[src/common/loader_pkg.sv]
`default_nettype none

package loader_pkg;

    ////////////////////////////////////////////////////////////////////////////
    // constants
    ////////////////////////////////////////////////////////////////////////////

    // widest word address any memory build may use
    localparam int MAX_ADDR_W = 10;

    // sync word, sent on the wire as ef be ad de
    localparam logic [31:0] LOAD_MARKER = 32'hdeadbeef;

    ////////////////////////////////////////////////////////////////////////////
    // byte stream and memory write port
    ////////////////////////////////////////////////////////////////////////////

    // one received byte
    // valid is a strobe on the receiver side, not-empty on the fifo side
    typedef struct packed {
        logic       valid;
        logic [7:0] data;
    } rx_byte_t;

    // loader to memory
    // address sized for the largest build, upper bits unused when smaller
    typedef struct packed {
        logic                  we;
        logic [MAX_ADDR_W-1:0] addr;
        logic [31:0]           data;
    } mem_wr_t;

    ////////////////////////////////////////////////////////////////////////////
    // loader fsm
    ////////////////////////////////////////////////////////////////////////////

    // seek  hunting for the first marker
    // load  packing words into memory
    // done  load finished, hunting for the next marker
    typedef enum logic [1:0] {
        st_seek = 2'd0,
        st_load = 2'd1,
        st_done = 2'd2
    } load_state_e;

endpackage

`default_nettype wire

[src/uart/rx_fifo.sv]
`timescale 1ns/1ps
`default_nettype none

module rx_fifo #(
    parameter int FIFO_DEPTH = 8
) (
    input  logic                 clk,
    input  logic                 arst_n,
    input  loader_pkg::rx_byte_t push,
    output loader_pkg::rx_byte_t head,
    input  logic                 pop,
    output logic                 overrun
);

    localparam int PTR_W = (FIFO_DEPTH > 1) ? $clog2(FIFO_DEPTH) : 1;
    localparam int CNT_W = $clog2(FIFO_DEPTH + 1);
    localparam logic [PTR_W-1:0] LAST = PTR_W'(FIFO_DEPTH - 1);
    localparam logic [CNT_W-1:0] FULL = CNT_W'(FIFO_DEPTH);

    logic [7:0]       fifo_mem [FIFO_DEPTH];
    logic [PTR_W-1:0] wr_ptr;
    logic [PTR_W-1:0] rd_ptr;
    logic [CNT_W-1:0] count;
    logic             full;
    logic             empty;
    logic             do_push;
    logic             do_pop;

    assign full    = (count == FULL);
    assign empty   = (count == '0);
    // full means dropped, even with a pop on the same edge
    assign do_push = push.valid && !full;
    assign do_pop  = pop && !empty;

    always_ff @(posedge clk)
    begin
        if (do_push)
            fifo_mem[wr_ptr] <= push.data;
    end

    ////////////////////////////////////////////////////////////////////////////
    // pointers, occupancy, overrun
    ////////////////////////////////////////////////////////////////////////////

    always_ff @(posedge clk or negedge arst_n)
    begin
        if (!arst_n)
        begin
            wr_ptr  <= '0;
            rd_ptr  <= '0;
            count   <= '0;
            overrun <= 1'b0;
        end
        else
        begin
            // explicit wrap, depth need not be a power of two
            if (do_push)
                wr_ptr <= (wr_ptr == LAST) ? '0 : wr_ptr + 1'b1;
            if (do_pop)
                rd_ptr <= (rd_ptr == LAST) ? '0 : rd_ptr + 1'b1;
            case ({do_push, do_pop})
                2'b10:   count <= count + 1'b1;
                2'b01:   count <= count - 1'b1;
                default: count <= count;
            endcase
            // sticky until reset
            if (push.valid && full)
                overrun <= 1'b1;
        end
    end

    assign head.valid = !empty;
    assign head.data  = fifo_mem[rd_ptr];

    // consumer must only pop what it was shown
    assert property (@(posedge clk) disable iff (!arst_n) pop |-> !empty);

endmodule

`default_nettype wire

[config.mk]
export PLATFORM = sky130hd
export DESIGN_NAME = rx_fifo
export DESIGN_NICKNAME = d
export VERILOG_FILES = /design/src/common/loader_pkg.sv /design/src/uart/rx_fifo.sv
export SDC_FILE = /design/constraint.sdc
export NUM_CORES = 1
export LEC_CHECK = 0
export BUFFER_PORTS_ARGS = -buffer_cell sky130_fd_sc_hd__buf_2
export CAP_MARGIN = 20
export CORE_MARGIN = 2
export CORE_UTILIZATION = 35
export DETAILED_ROUTE_END_ITERATION = 10
export MAX_ROUTING_LAYER = met4
export PLACE_DENSITY = 0.53
export SETUP_SLACK_MARGIN = 0.2
export SYNTH_ARGS = -nofsm -noshare
export SYNTH_HDL_FRONTEND = slang
export SYNTH_SLANG_ARGS = --single-unit
[constraint.sdc]
create_clock -name clk -period 4 [get_ports clk]
set_clock_uncertainty 0.1 [all_clocks]
set_input_delay 0.4 -clock clk [delete_from_list [all_inputs] [get_ports clk]]
set_output_delay 0.4 -clock clk [all_outputs]
set_load 0.05 [all_outputs]
==> summary.md <==
| Metric | Value |
|---|---|
| Outcome | `finished clean` |
| Drt pass-1 iters | `4` |
| Slew of the pin with the lowest slew margin | `0.953 ns` |
| Inserted Clock Buffers | `9` |
| Synthesized area per cell | `19.8 um2` |
| Overall global routing resource usage | `0.135` |
| Largest net degree at the start of global routing | `19` |
| Worst slack, placed | `0.971 ns` |
| Post-synth EDFFs | `64` |
| Fmax | `0.327 GHz` |
| Die area | `10100 um2` |
| Initial drt markers | `80` |
| Setup violators final | `0` |
| Count of buffers from port buffering | `21` |
| Post-route ant nets | `0` |
| Most frequent cells after synthesis | `edfxtp_1 (64), dfrtp_1 (11), mux2_4 (11)` |
| Routed vias | `1601` |
| Top_reg_cell synth | `edfxtp_1` |
| Nets | `213` |
| H-Tree Depth | `3` |
| Post-Syn Nets | `184` |
| Die H | `100 um` |
| Critical path class | `flop to flop` |
| Core Region | `9110 um2` |
| Synth cell types | `37` |
| Final Cell Area | `3710 um2` |
| Clock tree root driver cell | `clkbuf_8` |
| Layout cell share with drive strength beyond 1 | `0.343` |
| Worst setup margin | `0.946 ns` |
| Global-route wire length before repair | `9330 um` |
| Slew Limit Fails | `0` |
| Fillers | `823` |
| Remaining global-route overflow | `0` |
| Startpoint Class | `flop` |
| Sequential cell area | `2200 um2` |
| Final Hold Viols | `0` |
| Sink Count | `75` |
| Worst skew pair latency | `0.34 ns` |
| Asr flop ratio synth | `0.147` |
| DRC | `0` |
| Yosys Warn Count | `0` |
| Final worst path period share | `0.764` |
| Fin util | `0.407` |
| PD cells | `790 nW/um2` |
| Initial core utilization | `0.356` |
| Worst Path Required | `4.11 ns` |
| Cell area after placement | `3470 um2` |
| Total power | `0.00293 W` |
| Count leader, synth | `edfxtp_1` |
| CTS max path bufs | `2` |
| Clock-pin slew on the worst setup and hold paths | `0.08 ns` |
| Routed WL per cell | `19.4 um` |
| Vias in the first global route | `1707` |
| Post-Syn Area | `3240 um2` |
| I/O Pins | `22` |
| CTS tree | `done` |
| Slew margin rel. | `0.362` |
| Vias per Instance | `5.18` |
| Unrepaired setup endpoints after global routing | `false` |
| Post-synth top area share | `0.592` |
| Area contributors post-synth | `edfxtp_1 (59%), dfrtp_1 (8.5%), mux4_1 (6.5%), mux4_2 (5.6%), mux2_4 (5.1%)` |
| Cell row count | `35` |
| Chip Width | `100 um` |
| Crit-path max FO | `9` |
| Share of the yosys chip area belonging to registers | `0.677` |
| VDD IR max | `0.345 mV` |
| Mapped Cells | `164` |
| Post-CTS Resized | `0` |
| Antenna violations before repair | `0` |
| Post-synthesis register bit count | `75` |
| Post-Route WL | `5990 um` |
| Area Growth Syn to Fin | `14.3%` |
| Setup crit end kind | `flop` |
| Post-synth top area cell | `edfxtp_1` |
| Pleak | `1.33 nW` |
| Crit path DAT | `3.17 ns` |
| Worst hold-check path type | `primary input to flop` |
| Antenna fix cells | `0` |
| Final min period | `3.05 ns` |
| Hpwl dp | `3830 um` |
| Setup repair bufs after CTS | `0` |
| Multi-input gate area | `996 um2` |
| Max Cap Viol | `0` |
| Setup tns final | `0 ns` |
| GP Congestion | `0.822` |
path summary, 6_finish.rpt:
| check | depth (start not counted) | end | start | slack (ns) |
|---|---|---|---|---|
| worst min register to register | 1 | overrun | overrun | 0.39 |
| max in group asynchronous | 2 | count[1] | arst_n | 3.23 |
| min in group asynchronous | 2 | count[0] | arst_n | 0.35 |
| worst max-delay path | 7 | count[3] | count[0] | 0.95 |
| worst max register to register | 7 | count[3] | count[0] | 0.95 |
| worst min-delay path | 1 | fifo_mem[7][2] | push[2] | 0.23 |
repair_timing:
| item | in CTS | in global routing |
|---|---|---|
| hold buffers | 1 | 0 |
| endpoints found under the hold margin | 11 | 0 |
| setup endpoints to repair | 0 | 0 |
routing by layer:
layer,GRT usage,wire [um],up-vias
met1,0.159,2630,827
met5,-,0,-
met3,0.0397,236,10
li1,-,-,727
met4,0.0527,124,0
met2,0.219,3010,37
layout make-up:
cell class	instances	share of cell area
Timing Repair Buffer	24	0.0351
Multi-Input combinational cell	77	0.269
Inverter	6	0.00607
Sequential cell	75	0.593
Tap cell	111	0.0375
Clock buffer	9	0.0334
Clock inverter	7	0.0267
metrics by stage:
stage,hold WS (ns),std cells
CTS,0.210,309
global placement,0.180,292
detailed placement,0.196,292
global route,0.217,309
finish,0.226,309
floorplan,0.00441,164
cell families (layout without fill, tap and decap cells):
logic type               Yosys count  count (layout)  synth area share
AO/OA/AOI/OAI                     10              10            0.0282
XOR/XNOR                           2               2           0.00540
adder cells (fa/ha/maj)            8               8            0.0332
buffers and inverters             12              46            0.0220
flip-flops                        75              75             0.677
multiplexers                      30              30             0.181
AND/OR/NAND/NOR                   27              27            0.0528
power breakdown:
group	leakage (nW)	total [W]	switching [W]	internal, W
Combinational	0.505	0.00108	0.000597	0.000481
Clock	0.112	0.000646	0.000291	0.000356
Sequential	0.710	0.00121	0.000198	0.00101
Total	1.33	0.00293	0.00109	0.00184
registers in the layout, summed over array words and instances, names as in the netlist:
register and flops:
count 4, fifo_mem 64, overrun 1, rd_ptr 3
wr_ptr 3
worst max-delay path: stages (launching register included):
cell and delay (ns):
dfrtp_1 0.49, or4b_4 0.61, nand2_8 0.14, ha_1 0.32
ha_1 0.34, or4b_2 0.65, o311ai_0 0.14, o211ai_1 0.14
cell usage in the layout, fill, tap and decap left out, types with 2 or more instances in the layout:
cell | netlist | final
edfxtp_1 | 64 | 64
buf_2 | 2 | 21
mux2_4 | 11 | 11
dfrtp_1 | 11 | 11
clkbuf_8 | 0 | 9
mux4_1 | 8 | 8
mux4_2 | 8 | 8
ha_1 | 7 | 7
inv_1 | 6 | 6
nor2_1 | 4 | 4
nor3_2 | 0 | 4
nand3_1 | 3 | 3
nand2_1 | 3 | 3
nand2b_1 | 3 | 3
nor3b_1 | 3 | 3
o21ai_0 | 2 | 2
mux2_2 | 2 | 2
a21oi_1 | 2 | 2
inv_6 | 0 | 2
clkinv_4 | 0 | 2
bufinv_16 | 0 | 2
buf_4 | 0 | 2
Note: power is estimated with default switching activity, not from simulation.
