`src/common/loader_pkg.sv`:
```
`default_nettype none

package loader_pkg;

    ////////////////////////////////////////////////////////////////////////////
    // constants
    ////////////////////////////////////////////////////////////////////////////

    // widest word address any memory build may use
    localparam int MAX_ADDR_W = 10;

    // sync word, sent on the wire as ef be ad de
    localparam logic [31:0] LOAD_MARKER = 32'hdeadbeef;

    ////////////////////////////////////////////////////////////////////////////
    // byte stream and memory write port
    ////////////////////////////////////////////////////////////////////////////

    // one received byte
    // valid is a strobe on the receiver side, not-empty on the fifo side
    typedef struct packed {
        logic       valid;
        logic [7:0] data;
    } rx_byte_t;

    // loader to memory
    // address sized for the largest build, upper bits unused when smaller
    typedef struct packed {
        logic                  we;
        logic [MAX_ADDR_W-1:0] addr;
        logic [31:0]           data;
    } mem_wr_t;

    ////////////////////////////////////////////////////////////////////////////
    // loader fsm
    ////////////////////////////////////////////////////////////////////////////

    // seek  hunting for the first marker
    // load  packing words into memory
    // done  load finished, hunting for the next marker
    typedef enum logic [1:0] {
        st_seek = 2'd0,
        st_load = 2'd1,
        st_done = 2'd2
    } load_state_e;

endpackage

`default_nettype wire

```
`src/hdl/word_loader.sv`:
```
`timescale 1ns/1ps
`default_nettype none

module word_loader #(
    parameter int ADDR_W = 8
) (
    input  logic                 clk,
    input  logic                 arst_n,
    input  loader_pkg::rx_byte_t byte_in,
    output logic                 pop,
    output loader_pkg::mem_wr_t  wr,
    output logic                 loading,
    output logic                 load_done,
    output logic [ADDR_W:0]      word_count
);

    import loader_pkg::*;

    load_state_e           state;
    logic [31:0]           window;
    logic [31:0]           next_window;
    logic [1:0]            byte_cnt;
    logic                  marker_hit;
    logic                  word_end;
    logic                  wr_we;
    logic [MAX_ADDR_W-1:0] wr_addr;
    logic [31:0]           wr_data;
    logic                  done_pulse;

    if (ADDR_W > MAX_ADDR_W)
    begin : g_addr_check
        $error("word_loader: ADDR_W exceeds MAX_ADDR_W");
    end

    // never holds the fifo, every byte is consumed as it shows up
    assign pop = byte_in.valid;

    // new byte enters at the top, so after four bytes the first is [7:0]
    assign next_window = {byte_in.data, window[31:8]};
    assign marker_hit  = (next_window == LOAD_MARKER);
    assign word_end    = pop && (state == st_load) && (byte_cnt == 2'd3);

    ////////////////////////////////////////////////////////////////////////////
    // control fsm
    ////////////////////////////////////////////////////////////////////////////

    always_ff @(posedge clk or negedge arst_n)
    begin
        if (!arst_n)
        begin
            state      <= st_seek;
            window     <= '0;
            byte_cnt   <= '0;
            word_count <= '0;
            wr_we      <= 1'b0;
            done_pulse <= 1'b0;
        end
        else
        begin
            wr_we      <= 1'b0;
            done_pulse <= 1'b0;
            if (pop)
            begin
                window <= next_window;
                case (state)
                    // sliding match at any byte alignment
                    st_seek, st_done:
                    begin
                        if (marker_hit)
                        begin
                            state      <= st_load;
                            byte_cnt   <= '0;
                            word_count <= '0;
                        end
                    end
                    st_load:
                    begin
                        byte_cnt <= byte_cnt + 1'b1;
                        if (byte_cnt == 2'd3)
                        begin
                            if (marker_hit)
                            begin
                                // closing marker is not stored
                                state      <= st_done;
                                done_pulse <= 1'b1;
                            end
                            else
                            begin
                                // past the end of memory: counted, not written
                                wr_we <= !word_count[ADDR_W];
                                if (!(&word_count))
                                    word_count <= word_count + 1'b1;
                            end
                        end
                    end
                    default:
                        state <= st_seek;
                endcase
            end
        end
    end

    // write payload, captured with the fourth byte
    always_ff @(posedge clk)
    begin
        if (word_end)
        begin
            wr_addr <= MAX_ADDR_W'(word_count[ADDR_W-1:0]);
            wr_data <= next_window;
        end
    end

    assign wr.we   = wr_we;
    assign wr.addr = wr_addr;
    assign wr.data = wr_data;

    assign loading   = (state == st_load);
    assign load_done = done_pulse;

    // a write always follows a pop and lands while still loading
    assert property (@(posedge clk) disable iff (!arst_n)
        wr.we |-> (state == st_load) && $past(pop));

endmodule

`default_nettype wire

```
`config.mk`:
```
export PLATFORM = sky130hd
export DESIGN_NAME = word_loader
export DESIGN_NICKNAME = d
export VERILOG_FILES = /design/src/common/loader_pkg.sv /design/src/hdl/word_loader.sv
export SDC_FILE = /design/constraint.sdc
export NUM_CORES = 1
export LEC_CHECK = 0
export ABC_CLOCK_PERIOD_IN_PS = 2300
export BUFFER_PORTS_ARGS = -buffer_cell sky130_fd_sc_hd__clkbuf_2
export CAP_MARGIN = 25
export CELL_PAD_IN_SITES_DETAIL_PLACEMENT = 1
export CELL_PAD_IN_SITES_GLOBAL_PLACEMENT = 2
export CORE_MARGIN = 4
export CORE_UTILIZATION = 37
export CTS_BUF_LIST = sky130_fd_sc_hd__clkbuf_4 sky130_fd_sc_hd__clkbuf_8 sky130_fd_sc_hd__clkbuf_16
export DETAILED_ROUTE_END_ITERATION = 12
export PLACE_DENSITY_LB_ADDON = 0.08
export SETUP_SLACK_MARGIN = 0.4
export SLEW_MARGIN = 20
export SYNTH_ARGS = -nofsm -noshare
export SYNTH_HDL_FRONTEND = slang
export SYNTH_SLANG_ARGS = --single-unit
```
`constraint.sdc`:
```
create_clock -name clk -period 2.3 [get_ports clk]
set_input_delay 0.575 -clock clk [delete_from_list [all_inputs] [get_ports clk]]
set_output_delay 0.575 -clock clk [all_outputs]
set_load 0.1 [all_outputs]
```
==> run metrics <==
outcome=finished, final reports clean; Slew HR=55.7%; worst reg-to-reg setup slack=between 0.3 and 0.4 ns; Max IR drop VDD=around 370 µV; Tightest Pin Transition=about 0.66 ns; Synth Register Bits=79; total track usage=16.1%; DRC=0; number of DRC markers in iteration 0=46; Die Width=99.8 µm; DR pass1 iterations=4; Top-Level Pins=66; max cap viols=0; share of layout cells above drive strength 1=approximately 54%; Post-synth EDFFs=40; Synth async-reset ratio=49.4%; Worst Skew=0.00928 ns; die area=about 10000 µm²; CTS Hold Bufs=0; synthesized area=3120 µm²; # setup viols final=0; GPL Wtd Cong=0.747; Layout fillers=827; clock slew at reported path FFs=0.08 ns; max-slew violation count=0; pwr/cell area=1060 nW/µm²; Worst EP arrival=2.17 ns; routed vias=2065; sequential fraction of the synthesis area=69.8%; num rows=33; Min Hold Slack=0.239 ns; part of the cycle the worst path needs=between 80% and 90%; CTS root buffer=clkbuf_8; post-route antenna net violation count=0; total routed wirelength=7.57 mm; fin crit period=around 1.9 ns; Layout Utilization=49.7%; Via density=around 5.2; RR Endpoint=word_count[2]; Yosys cell types=36; CTS H-tree lvls=3; Congestion Overflow GR=0; CP Capture Type=register; Setup TNS=0 ns; initial antenna violation count=0; Final #Nets=303; Syn Inst Count=200; total CTS buffers=9; WS Path Type=register to register; Die Y=99.8 µm; Sink Count=79; HPWL after DPL=5.08 mm; Critical Path Fanout Max=5; first-pass GRT wire length=about 12 mm; core area=between 8000 and 9000 µm²; Longest Clk Path Bufs=2; Initial Util=between 30% and 40%; Crit Reg-Reg Startpoint=word_count[0]; CTS tree=yes; Worst-Skew Late Latency=0.35 ns; Worst Hold Class=input port to asynchronous set/reset pin; fmax=517 MHz; Syn-to-layout area delta=31.0%; number of port buffers=63; Avg Cell Area, Syn=15.6 µm²; CP Launch Type=register; largest net degree at the start of global routing=28; critical path required time=2.54 ns; leakage=1.66 nW; R2R cell count=9; endpoints failing hold=0; n_diodes=0; vias in the first global route=2159; drt wl/cell=19.0 µm; RSZ-0062 raised after global routing=true; Post-synth top flop=edfxtp_1; Yosys warning count=0
[logic make-up (layout without fill, tap and decap cells)]
group,count (synthesis),in the layout,share of synthesized area [%]
muxes,26,26,9.35
AOI/OAI and AO/OA,26,26,5.94
adders and majority gates,3,3,1.20
and+or+nand+nor,55,56,11.8
other,1,2,0.120
buffers and inverters,10,102,1.73
DFF,79,79,69.8
[cells in the mapped netlist (all sizes together) (4+ instances only)]
library cell / n / area (µm²)
edfxtp: 40 / 1200
nor4: 4 / 25.0
a22o: 5 / 43.8
a21oi: 6 / 30.0
mux2: 25 / 282
dfrtp: 39 / 976
o21ai: 5 / 25.0
nand2: 9 / 33.8
nand4b: 11 / 96.3
nor3: 4 / 20.0
o2bb2ai: 4 / 35.0
buf: 5 / 35.0
nor2: 7 / 42.5
[layout make-up]
class	count	area [µm²]	share of cell area, %
Sequential cell	79	2200	53.8
Multi-Input combinational cell	113	1020	24.9
Timing Repair Buffer	84	508	12.4
Clock buffer	10	138	3.37
Tap cell	105	131	3.22
Clock inverter	6	83.8	2.05
Inverter	2	7.51	0.184
[state kept, by name, indices dropped and copies added, names as in the netlist]
name,count
byte_cnt,2
load_done,1
state,2
window,24
word_count,9
wr_addr,8
wr_data,32
wr_we,1
[repair_timing]
action | CTS | global route
cloned | 1 | 0
endpoints found under the setup margin | 14 | 19
pin swaps | 6 | 9
resized for setup | 15 | 16
buffers inserted | 7 | 4
[cells in the final DEF (no fill, tap or decap), drive strengths merged, types with 4 or more instances in the layout]
cell type and n:
clkbuf 67, edfxtp 40, dfrtp 39, buf 27, mux2 25, nand4b 11
nand2 9, nor2 7, a21oi 6, a22o 5, o21ai 5, o2bb2ai 4
nor3 4, nor4 4
[worst max-delay path, cell delays in order, from the launching register on]
cell     delay, ns
dfrtp_4       0.50
ha_4          0.18
nand3_4       0.09
nor2_4        0.04
and3_4        0.19
ha_4          0.17
or2_4         0.27
a21oi_2       0.16
o21ai_1       0.08
a21o_1        0.15
[where the power goes]
part           switching, W  internal, W
sequential         0.000151      0.00171
combinational      0.000969     0.000373
clock              0.000500     0.000635
total               0.00162      0.00271
[worst max path at each step]
stage / start / to / cells past startpoint
finish: word_count[0] / word_count[2] / 9
global route: word_count[0] / word_count[2] / 9
CTS: word_count[0] / word_count[0] / 2
detailed placement: byte_in[5] / word_count[0] / 6
global placement: byte_in[0] / word_count[0] / 6
floorplan: word_count[1] / word_count[4] / 10
[per-layer routing]
| metal | part of all wire (%) | GRT usage, % |
|---|---|---|
| met5 | 0 | 0 |
| met4 | 2.1 | 7.56 |
| met3 | 4.2 | 3.20 |
| met2 | 46 | 23.4 |
| met1 | 48 | 23.3 |
[per-stage QoR]
step / setup slack, ns / cell area (µm²) / std cells / power, W
final: 0.365 / 4090 / 399 / 0.00433
after detailed placement: 0.132 / 3670 / 371 / 0.00310
after floorplan: 0.153 / 3190 / 201 / 0.00284
after CTS: 0.353 / 4020 / 395 / 0.00433
after global routing: 0.305 / 4090 / 399 / 0.00454
after global placement: 0.0405 / 3670 / 371 / 0.00307
Note: power is estimated with default switching activity, not from simulation.
