### config.mk
export PLATFORM = sky130hd
export DESIGN_NAME = uart_rx
export DESIGN_NICKNAME = d
export VERILOG_FILES = /design/src/common/loader_pkg.sv /design/src/uart/uart_rx.sv
export SDC_FILE = /design/constraint.sdc
export NUM_CORES = 1
export LEC_CHECK = 0
export ABC_CLOCK_PERIOD_IN_PS = 3500
export BUFFER_PORTS_ARGS = -buffer_cell sky130_fd_sc_hd__buf_2
export CAP_MARGIN = 20
export CORE_MARGIN = 10
export CORE_UTILIZATION = 50
export CTS_BUF_LIST = sky130_fd_sc_hd__clkbuf_8
export DETAILED_ROUTE_END_ITERATION = 8
export PLACE_DENSITY = 0.78
export SKIP_LAST_GASP = 1
export SLEW_MARGIN = 25
export SYNTH_ARGS = -nofsm -noshare
export SYNTH_HDL_FRONTEND = slang
export SYNTH_SLANG_ARGS = --single-unit
export TNS_END_PERCENT = 20
### constraint.sdc
create_clock -name clk -period 3.5 [get_ports clk]
set_input_delay 0.7 -clock clk [delete_from_list [all_inputs] [get_ports clk]]
set_output_delay 0.7 -clock clk [all_outputs]
set_load 0.03 [all_outputs]
### src/common/loader_pkg.sv
`default_nettype none

package loader_pkg;

    ////////////////////////////////////////////////////////////////////////////
    // constants
    ////////////////////////////////////////////////////////////////////////////

    // widest word address any memory build may use
    localparam int MAX_ADDR_W = 10;

    // sync word, sent on the wire as ef be ad de
    localparam logic [31:0] LOAD_MARKER = 32'hdeadbeef;

    ////////////////////////////////////////////////////////////////////////////
    // byte stream and memory write port
    ////////////////////////////////////////////////////////////////////////////

    // one received byte
    // valid is a strobe on the receiver side, not-empty on the fifo side
    typedef struct packed {
        logic       valid;
        logic [7:0] data;
    } rx_byte_t;

    // loader to memory
    // address sized for the largest build, upper bits unused when smaller
    typedef struct packed {
        logic                  we;
        logic [MAX_ADDR_W-1:0] addr;
        logic [31:0]           data;
    } mem_wr_t;

    ////////////////////////////////////////////////////////////////////////////
    // loader fsm
    ////////////////////////////////////////////////////////////////////////////

    // seek  hunting for the first marker
    // load  packing words into memory
    // done  load finished, hunting for the next marker
    typedef enum logic [1:0] {
        st_seek = 2'd0,
        st_load = 2'd1,
        st_done = 2'd2
    } load_state_e;

endpackage

`default_nettype wire

### src/uart/uart_rx.sv
`timescale 1ns/1ps
`default_nettype none

module uart_rx #(
    parameter int CLKS_PER_BIT = 16
) (
    input  logic                 clk,
    input  logic                 arst_n,
    input  logic                 rx,
    output loader_pkg::rx_byte_t byte_out,
    output logic                 frame_err
);

    typedef enum logic [1:0] {
        rx_idle  = 2'd0,
        rx_start = 2'd1,
        rx_data  = 2'd2,
        rx_stop  = 2'd3
    } rx_state_e;

    localparam int CNT_W = (CLKS_PER_BIT > 1) ? $clog2(CLKS_PER_BIT) : 1;
    // start bit is checked half a bit in, every later bit one full bit on
    localparam logic [CNT_W-1:0] HALF_BIT = CNT_W'(CLKS_PER_BIT / 2 - 1);
    localparam logic [CNT_W-1:0] FULL_BIT = CNT_W'(CLKS_PER_BIT - 1);

    logic             rx_meta;
    logic             rx_sync;
    logic             rx_prev;
    rx_state_e        state;
    logic [CNT_W-1:0] clk_cnt;
    logic [2:0]       bit_cnt;
    logic [7:0]       shift_reg;
    logic             byte_valid;
    logic             bit_tick;

    ////////////////////////////////////////////////////////////////////////////
    // input synchronizer
    ////////////////////////////////////////////////////////////////////////////

    // two flops for metastability, third one for falling-edge detect
    always_ff @(posedge clk or negedge arst_n)
    begin
        if (!arst_n)
        begin
            rx_meta <= 1'b1;
            rx_sync <= 1'b1;
            rx_prev <= 1'b1;
        end
        else
        begin
            rx_meta <= rx;
            rx_sync <= rx_meta;
            rx_prev <= rx_sync;
        end
    end

    assign bit_tick = (clk_cnt == FULL_BIT);

    ////////////////////////////////////////////////////////////////////////////
    // frame fsm
    ////////////////////////////////////////////////////////////////////////////

    always_ff @(posedge clk or negedge arst_n)
    begin
        if (!arst_n)
        begin
            state      <= rx_idle;
            clk_cnt    <= '0;
            bit_cnt    <= '0;
            byte_valid <= 1'b0;
            frame_err  <= 1'b0;
        end
        else
        begin
            // both reports are single-cycle strobes
            byte_valid <= 1'b0;
            frame_err  <= 1'b0;
            case (state)
                rx_idle:
                begin
                    clk_cnt <= '0;
                    // needs a real high-to-low edge, a stuck-low line is ignored
                    if (rx_prev && !rx_sync)
                        state <= rx_start;
                end
                rx_start:
                begin
                    if (clk_cnt == HALF_BIT)
                    begin
                        clk_cnt <= '0;
                        bit_cnt <= '0;
                        // high again at mid-bit means a glitch, drop it
                        state   <= rx_sync ? rx_idle : rx_data;
                    end
                    else
                        clk_cnt <= clk_cnt + 1'b1;
                end
                rx_data:
                begin
                    if (bit_tick)
                    begin
                        clk_cnt <= '0;
                        bit_cnt <= bit_cnt + 1'b1;
                        if (bit_cnt == 3'd7)
                            state <= rx_stop;
                    end
                    else
                        clk_cnt <= clk_cnt + 1'b1;
                end
                rx_stop:
                begin
                    if (bit_tick)
                    begin
                        clk_cnt    <= '0;
                        state      <= rx_idle;
                        // stop bit decides: byte or framing error
                        byte_valid <= rx_sync;
                        frame_err  <= !rx_sync;
                    end
                    else
                        clk_cnt <= clk_cnt + 1'b1;
                end
                default:
                    state <= rx_idle;
            endcase
        end
    end

    // lsb first on the wire
    always_ff @(posedge clk)
    begin
        if (state == rx_data && bit_tick)
            shift_reg <= {rx_sync, shift_reg[7:1]};
    end

    assign byte_out.valid = byte_valid;
    assign byte_out.data  = shift_reg;

    // one verdict per frame, never both
    assert property (@(posedge clk) disable iff (!arst_n)
        !(byte_out.valid && frame_err));

endmodule

`default_nettype wire

==> metrics.log <==
[metrics] status: complete, no violations
[metrics] endpoint required time on the critical path: 3.40 ns
[metrics] remaining antenna violation count after routing: 0
[metrics] fraction of layout cells with a size suffix above 1: 25.9%
[metrics] yosys warns: 0
[metrics] Final Power: 0.743 mW
[metrics] final core utilization: 59.9%
[metrics] largest net degree at the start of global routing: 16
[metrics] Combinational Power Share: 17.6%
[metrics] cell with the biggest individual delay on the critical path: sky130_fd_sc_hd__nor2_1
[metrics] DR pass1 iterations: 4
[metrics] detailed router's first-iteration violation count: 15
[metrics] routability-driven placement congestion ratio: 0.798
[metrics] final wirelength: 1640 microns
[metrics] total routing usage reported by global routing: 8.86%
[metrics] antenna violations before repair: 0
[metrics] worst-case reg-to-reg path depth: 3
[metrics] maximum VDD drop: 0.000432 V
[metrics] root cell of the clock tree: sky130_fd_sc_hd__clkbuf_8
[metrics] Clock H-tree levels: 1
[metrics] switching power total: 0.221 mW
[metrics] Worst Hold Class: in -> async
[metrics] number of distinct library cells after synthesis: 29
[metrics] area inside the core boundary: 1750 sq um
[metrics] gr ovfl total: 0
[metrics] Final Hold Slack: 0.310 ns
[metrics] Synth area leader: sky130_fd_sc_hd__dfrtp_1
[metrics] DRC violation count after routing: 0
[metrics] flip-flop count of the largest register, all copies and words added: 8
[metrics] # setup viols final: 0
[metrics] via count of the first global-routing pass: 601
[metrics] clock sink count: 22
[metrics] Die ar.: 3980 sq um
[metrics] total of hold buffers inserted after clock tree synthesis: 0
[metrics] Netlist Area Pre-Place: 928 sq um
[metrics] endpoint kind of the worst setup timing path: register
[metrics] internal power: 0.523 mW
[metrics] drt wl/cell: 15.5 microns
[metrics] half-perimeter wire length of the detailed placement result: 1160 microns
[metrics] post-synthesis register bit count: 22
[metrics] CP arrival: 1.83 ns
[metrics] area of all placed cells without fillers: 1040 sq um
[metrics] number of violations of the max-capacitance limit: 0
[metrics] final critical-path required period: 1.92 ns
[metrics] critical-path maximum fanout: 10
[metrics] total count of hold-check failures in the final report: 0
[metrics] IO buf count: 12
[metrics] Max Fclk: 520 MHz
[metrics] actual slew at the worst max-slew pin: 0.688 ns
[metrics] Final Slew Violations: 0
[metrics] initial cell density of the core: 53.2%
[metrics] area share of the leading cell type in the synthesized netlist: 29.6%
[metrics] leakage power of the design: 0.441 nW
[metrics] clock network power share: 31.6%
[metrics] critical path cell sequence: ha_1 > nand4_1 > nor2_1
[metrics] Worst Setup Path Type: reg -> reg
[metrics] number of top-level pins: 13
[metrics] clock tree from TritonCTS: done
[metrics] clock transition at the registers of the reported paths: 0.08 ns
[metrics] FILL cells: 150
[metrics] insertion delay of the later-clocked pin in the worst-skew pair: 0.26 ns
[metrics] post-detailed-placement cell area: 973 sq um
[metrics] die span in x: 63.1 microns
[metrics] Avg Inst Size Synth: 13.1 sq um
[metrics] setup repair after global routing missed its margin: no
[metrics] post-CTS sizing: 0
[metrics] Via-to-Cell Ratio: 5.53
[metrics] total number of vias: 586
[metrics] number of nets in the layout: 88
[metrics] main area contributors after synthesis: sky130_fd_sc_hd__dfrtp_1 (30%), sky130_fd_sc_hd__edfxtp_1 (26%), sky130_fd_sc_hd__dfstp_2 (8.5%)
[metrics] Antenna Diode Count: 0
[metrics] Relative slew margins: 53.9%
[metrics] sequential cell area fraction in the yosys report: 64.0%
[metrics] accumulated negative setup slack: 0 ns
[metrics] final worst path period share: 55.0%
[metrics] number of CTS-inserted buffers: 3
[metrics] fraction of power spent switching nets: 29.7%
[metrics] synthesized instance count: 71
[metrics] Max Clock Skew: 0.00114 ns
[metrics] Cell Pwr Density: 711 nW/um^2
[metrics] Std-Cell Rows: 15
[metrics] Startpoint Class: register
[metrics] deepest clock path buffer count: 2
[metrics] area growth from synthesis to layout: 12.5%
[metrics] stage delay of the slowest cell on the critical path: 0.58 ns
[metrics] sequential cell fraction of total power: 50.8%
[metrics] number of setup buffers added after CTS: 0
[metrics] first-pass GRT wire length: 2800 microns
[metrics] Net Count, Synth: 77
[metrics] die height: 63.1 microns
[final cells by class]
class | instances | area, sq um | area share (%)
repair buffers | 12 | 60.1 | 5.75
multi-input cells | 41 | 280 | 26.8
well taps | 25 | 31.3 | 2.99
clock inverters | 1 | 30.0 | 2.87
inverters | 2 | 7.51 | 0.719
clock buffers | 3 | 41.3 | 3.95
flip-flops and latches | 22 | 594 | 56.9
[synth_stat cells (all sizes together)]
master and count:
dfrtp 11, edfxtp 8, nor2 7, buf 6, a21oi 4, dfstp 3, ha 3, nand3 3
a211oi 2, a41oi 2, and3 2, inv 2, nand2 2, nor2b 2, o21ai 2, o32ai 2
a21o 1, a22o 1, a311oi 1, a31oi 1, and4b 1, nand2b 1, nand4 1, nand4b 1
or3b 1, xnor2 1
[through the flow]
| step | worst slack [ns] | std cells |
|---|---|---|
| 2_1_floorplan | 1.90 | 71 |
| 3_3_place_gp | 1.68 | 102 |
| 3_5_place_dp | 1.57 | 102 |
| 4_1_cts | 1.55 | 106 |
| 5_1_grt | 1.40 | 106 |
| 6_report | 1.58 | 106 |
[final timing paths]
| path | startpoint | end | slack, ns |
|---|---|---|---|
| min in group clk | rx_meta | rx_sync | 0.36 |
| min | arst_n | byte_valid | 0.31 |
| min reg2reg | rx_meta | rx_sync | 0.36 |
| max reg2reg | clk_cnt[0] | shift_reg[3] | 1.58 |
| max | clk_cnt[0] | shift_reg[3] | 1.58 |
| max in group asynchronous | arst_n | rx_meta | 2.91 |
[critical path: cells and delay by family, from the launching register on]
kind / cells / cell delay (ns)
adders and majority gates: 1 / 0.38
DFF: 1 / 0.40
and+or+nand+nor: 2 / 0.78
[cells in the final DEF (no fill, tap or decap), drive strengths merged]
| cell | Yosys | final |
|---|---|---|
| a211oi | 2 | 2 |
| a21o | 1 | 1 |
| a21oi | 4 | 4 |
| a22o | 1 | 1 |
| a311oi | 1 | 1 |
| a31oi | 1 | 1 |
| a41oi | 2 | 2 |
| and3 | 2 | 2 |
| and4b | 1 | 1 |
| buf | 6 | 12 |
| bufinv | 0 | 1 |
| clkbuf | 0 | 3 |
| dfrtp | 11 | 11 |
| dfstp | 3 | 3 |
| edfxtp | 8 | 8 |
| ha | 3 | 3 |
| inv | 2 | 2 |
| nand2 | 2 | 2 |
| nand2b | 1 | 1 |
| nand3 | 3 | 3 |
| nand4 | 1 | 1 |
| nand4b | 1 | 1 |
| nor2 | 7 | 7 |
| nor2b | 2 | 2 |
| o21ai | 2 | 2 |
| o32ai | 2 | 2 |
| or3b | 1 | 1 |
| xnor2 | 1 | 1 |
[kinds of logic after synthesis]
logic type / share of synthesized area (%)
AOI/OAI and AO/OA: 12.5
xor gates and xnor gates: 0.944
adders and majority gates: 4.04
buffers and inverters: 5.79
DFF: 64.0
and+or+nand+nor: 12.7
[layer usage]
metal  track usage, %  up-vias  part of all wire (%)
met1             9.29      286                    42
met4             5.87        0                   2.6
met3             3.00        5                   5.7
met2             14.7       14                    50
li1                 -      281                     -
met5                0        -                     0
[power by group through the flow]
stage	Sequential (mW)	Combinational, mW	Clock [mW]
global route	0.388	0.155	0.244
detailed placement	0.380	0.132	0
finish	0.378	0.131	0.235
global placement	0.377	0.128	0
CTS	0.375	0.133	0.238
floorplan	0.330	0.177	0
Note: power is estimated with default switching activity, not from simulation.
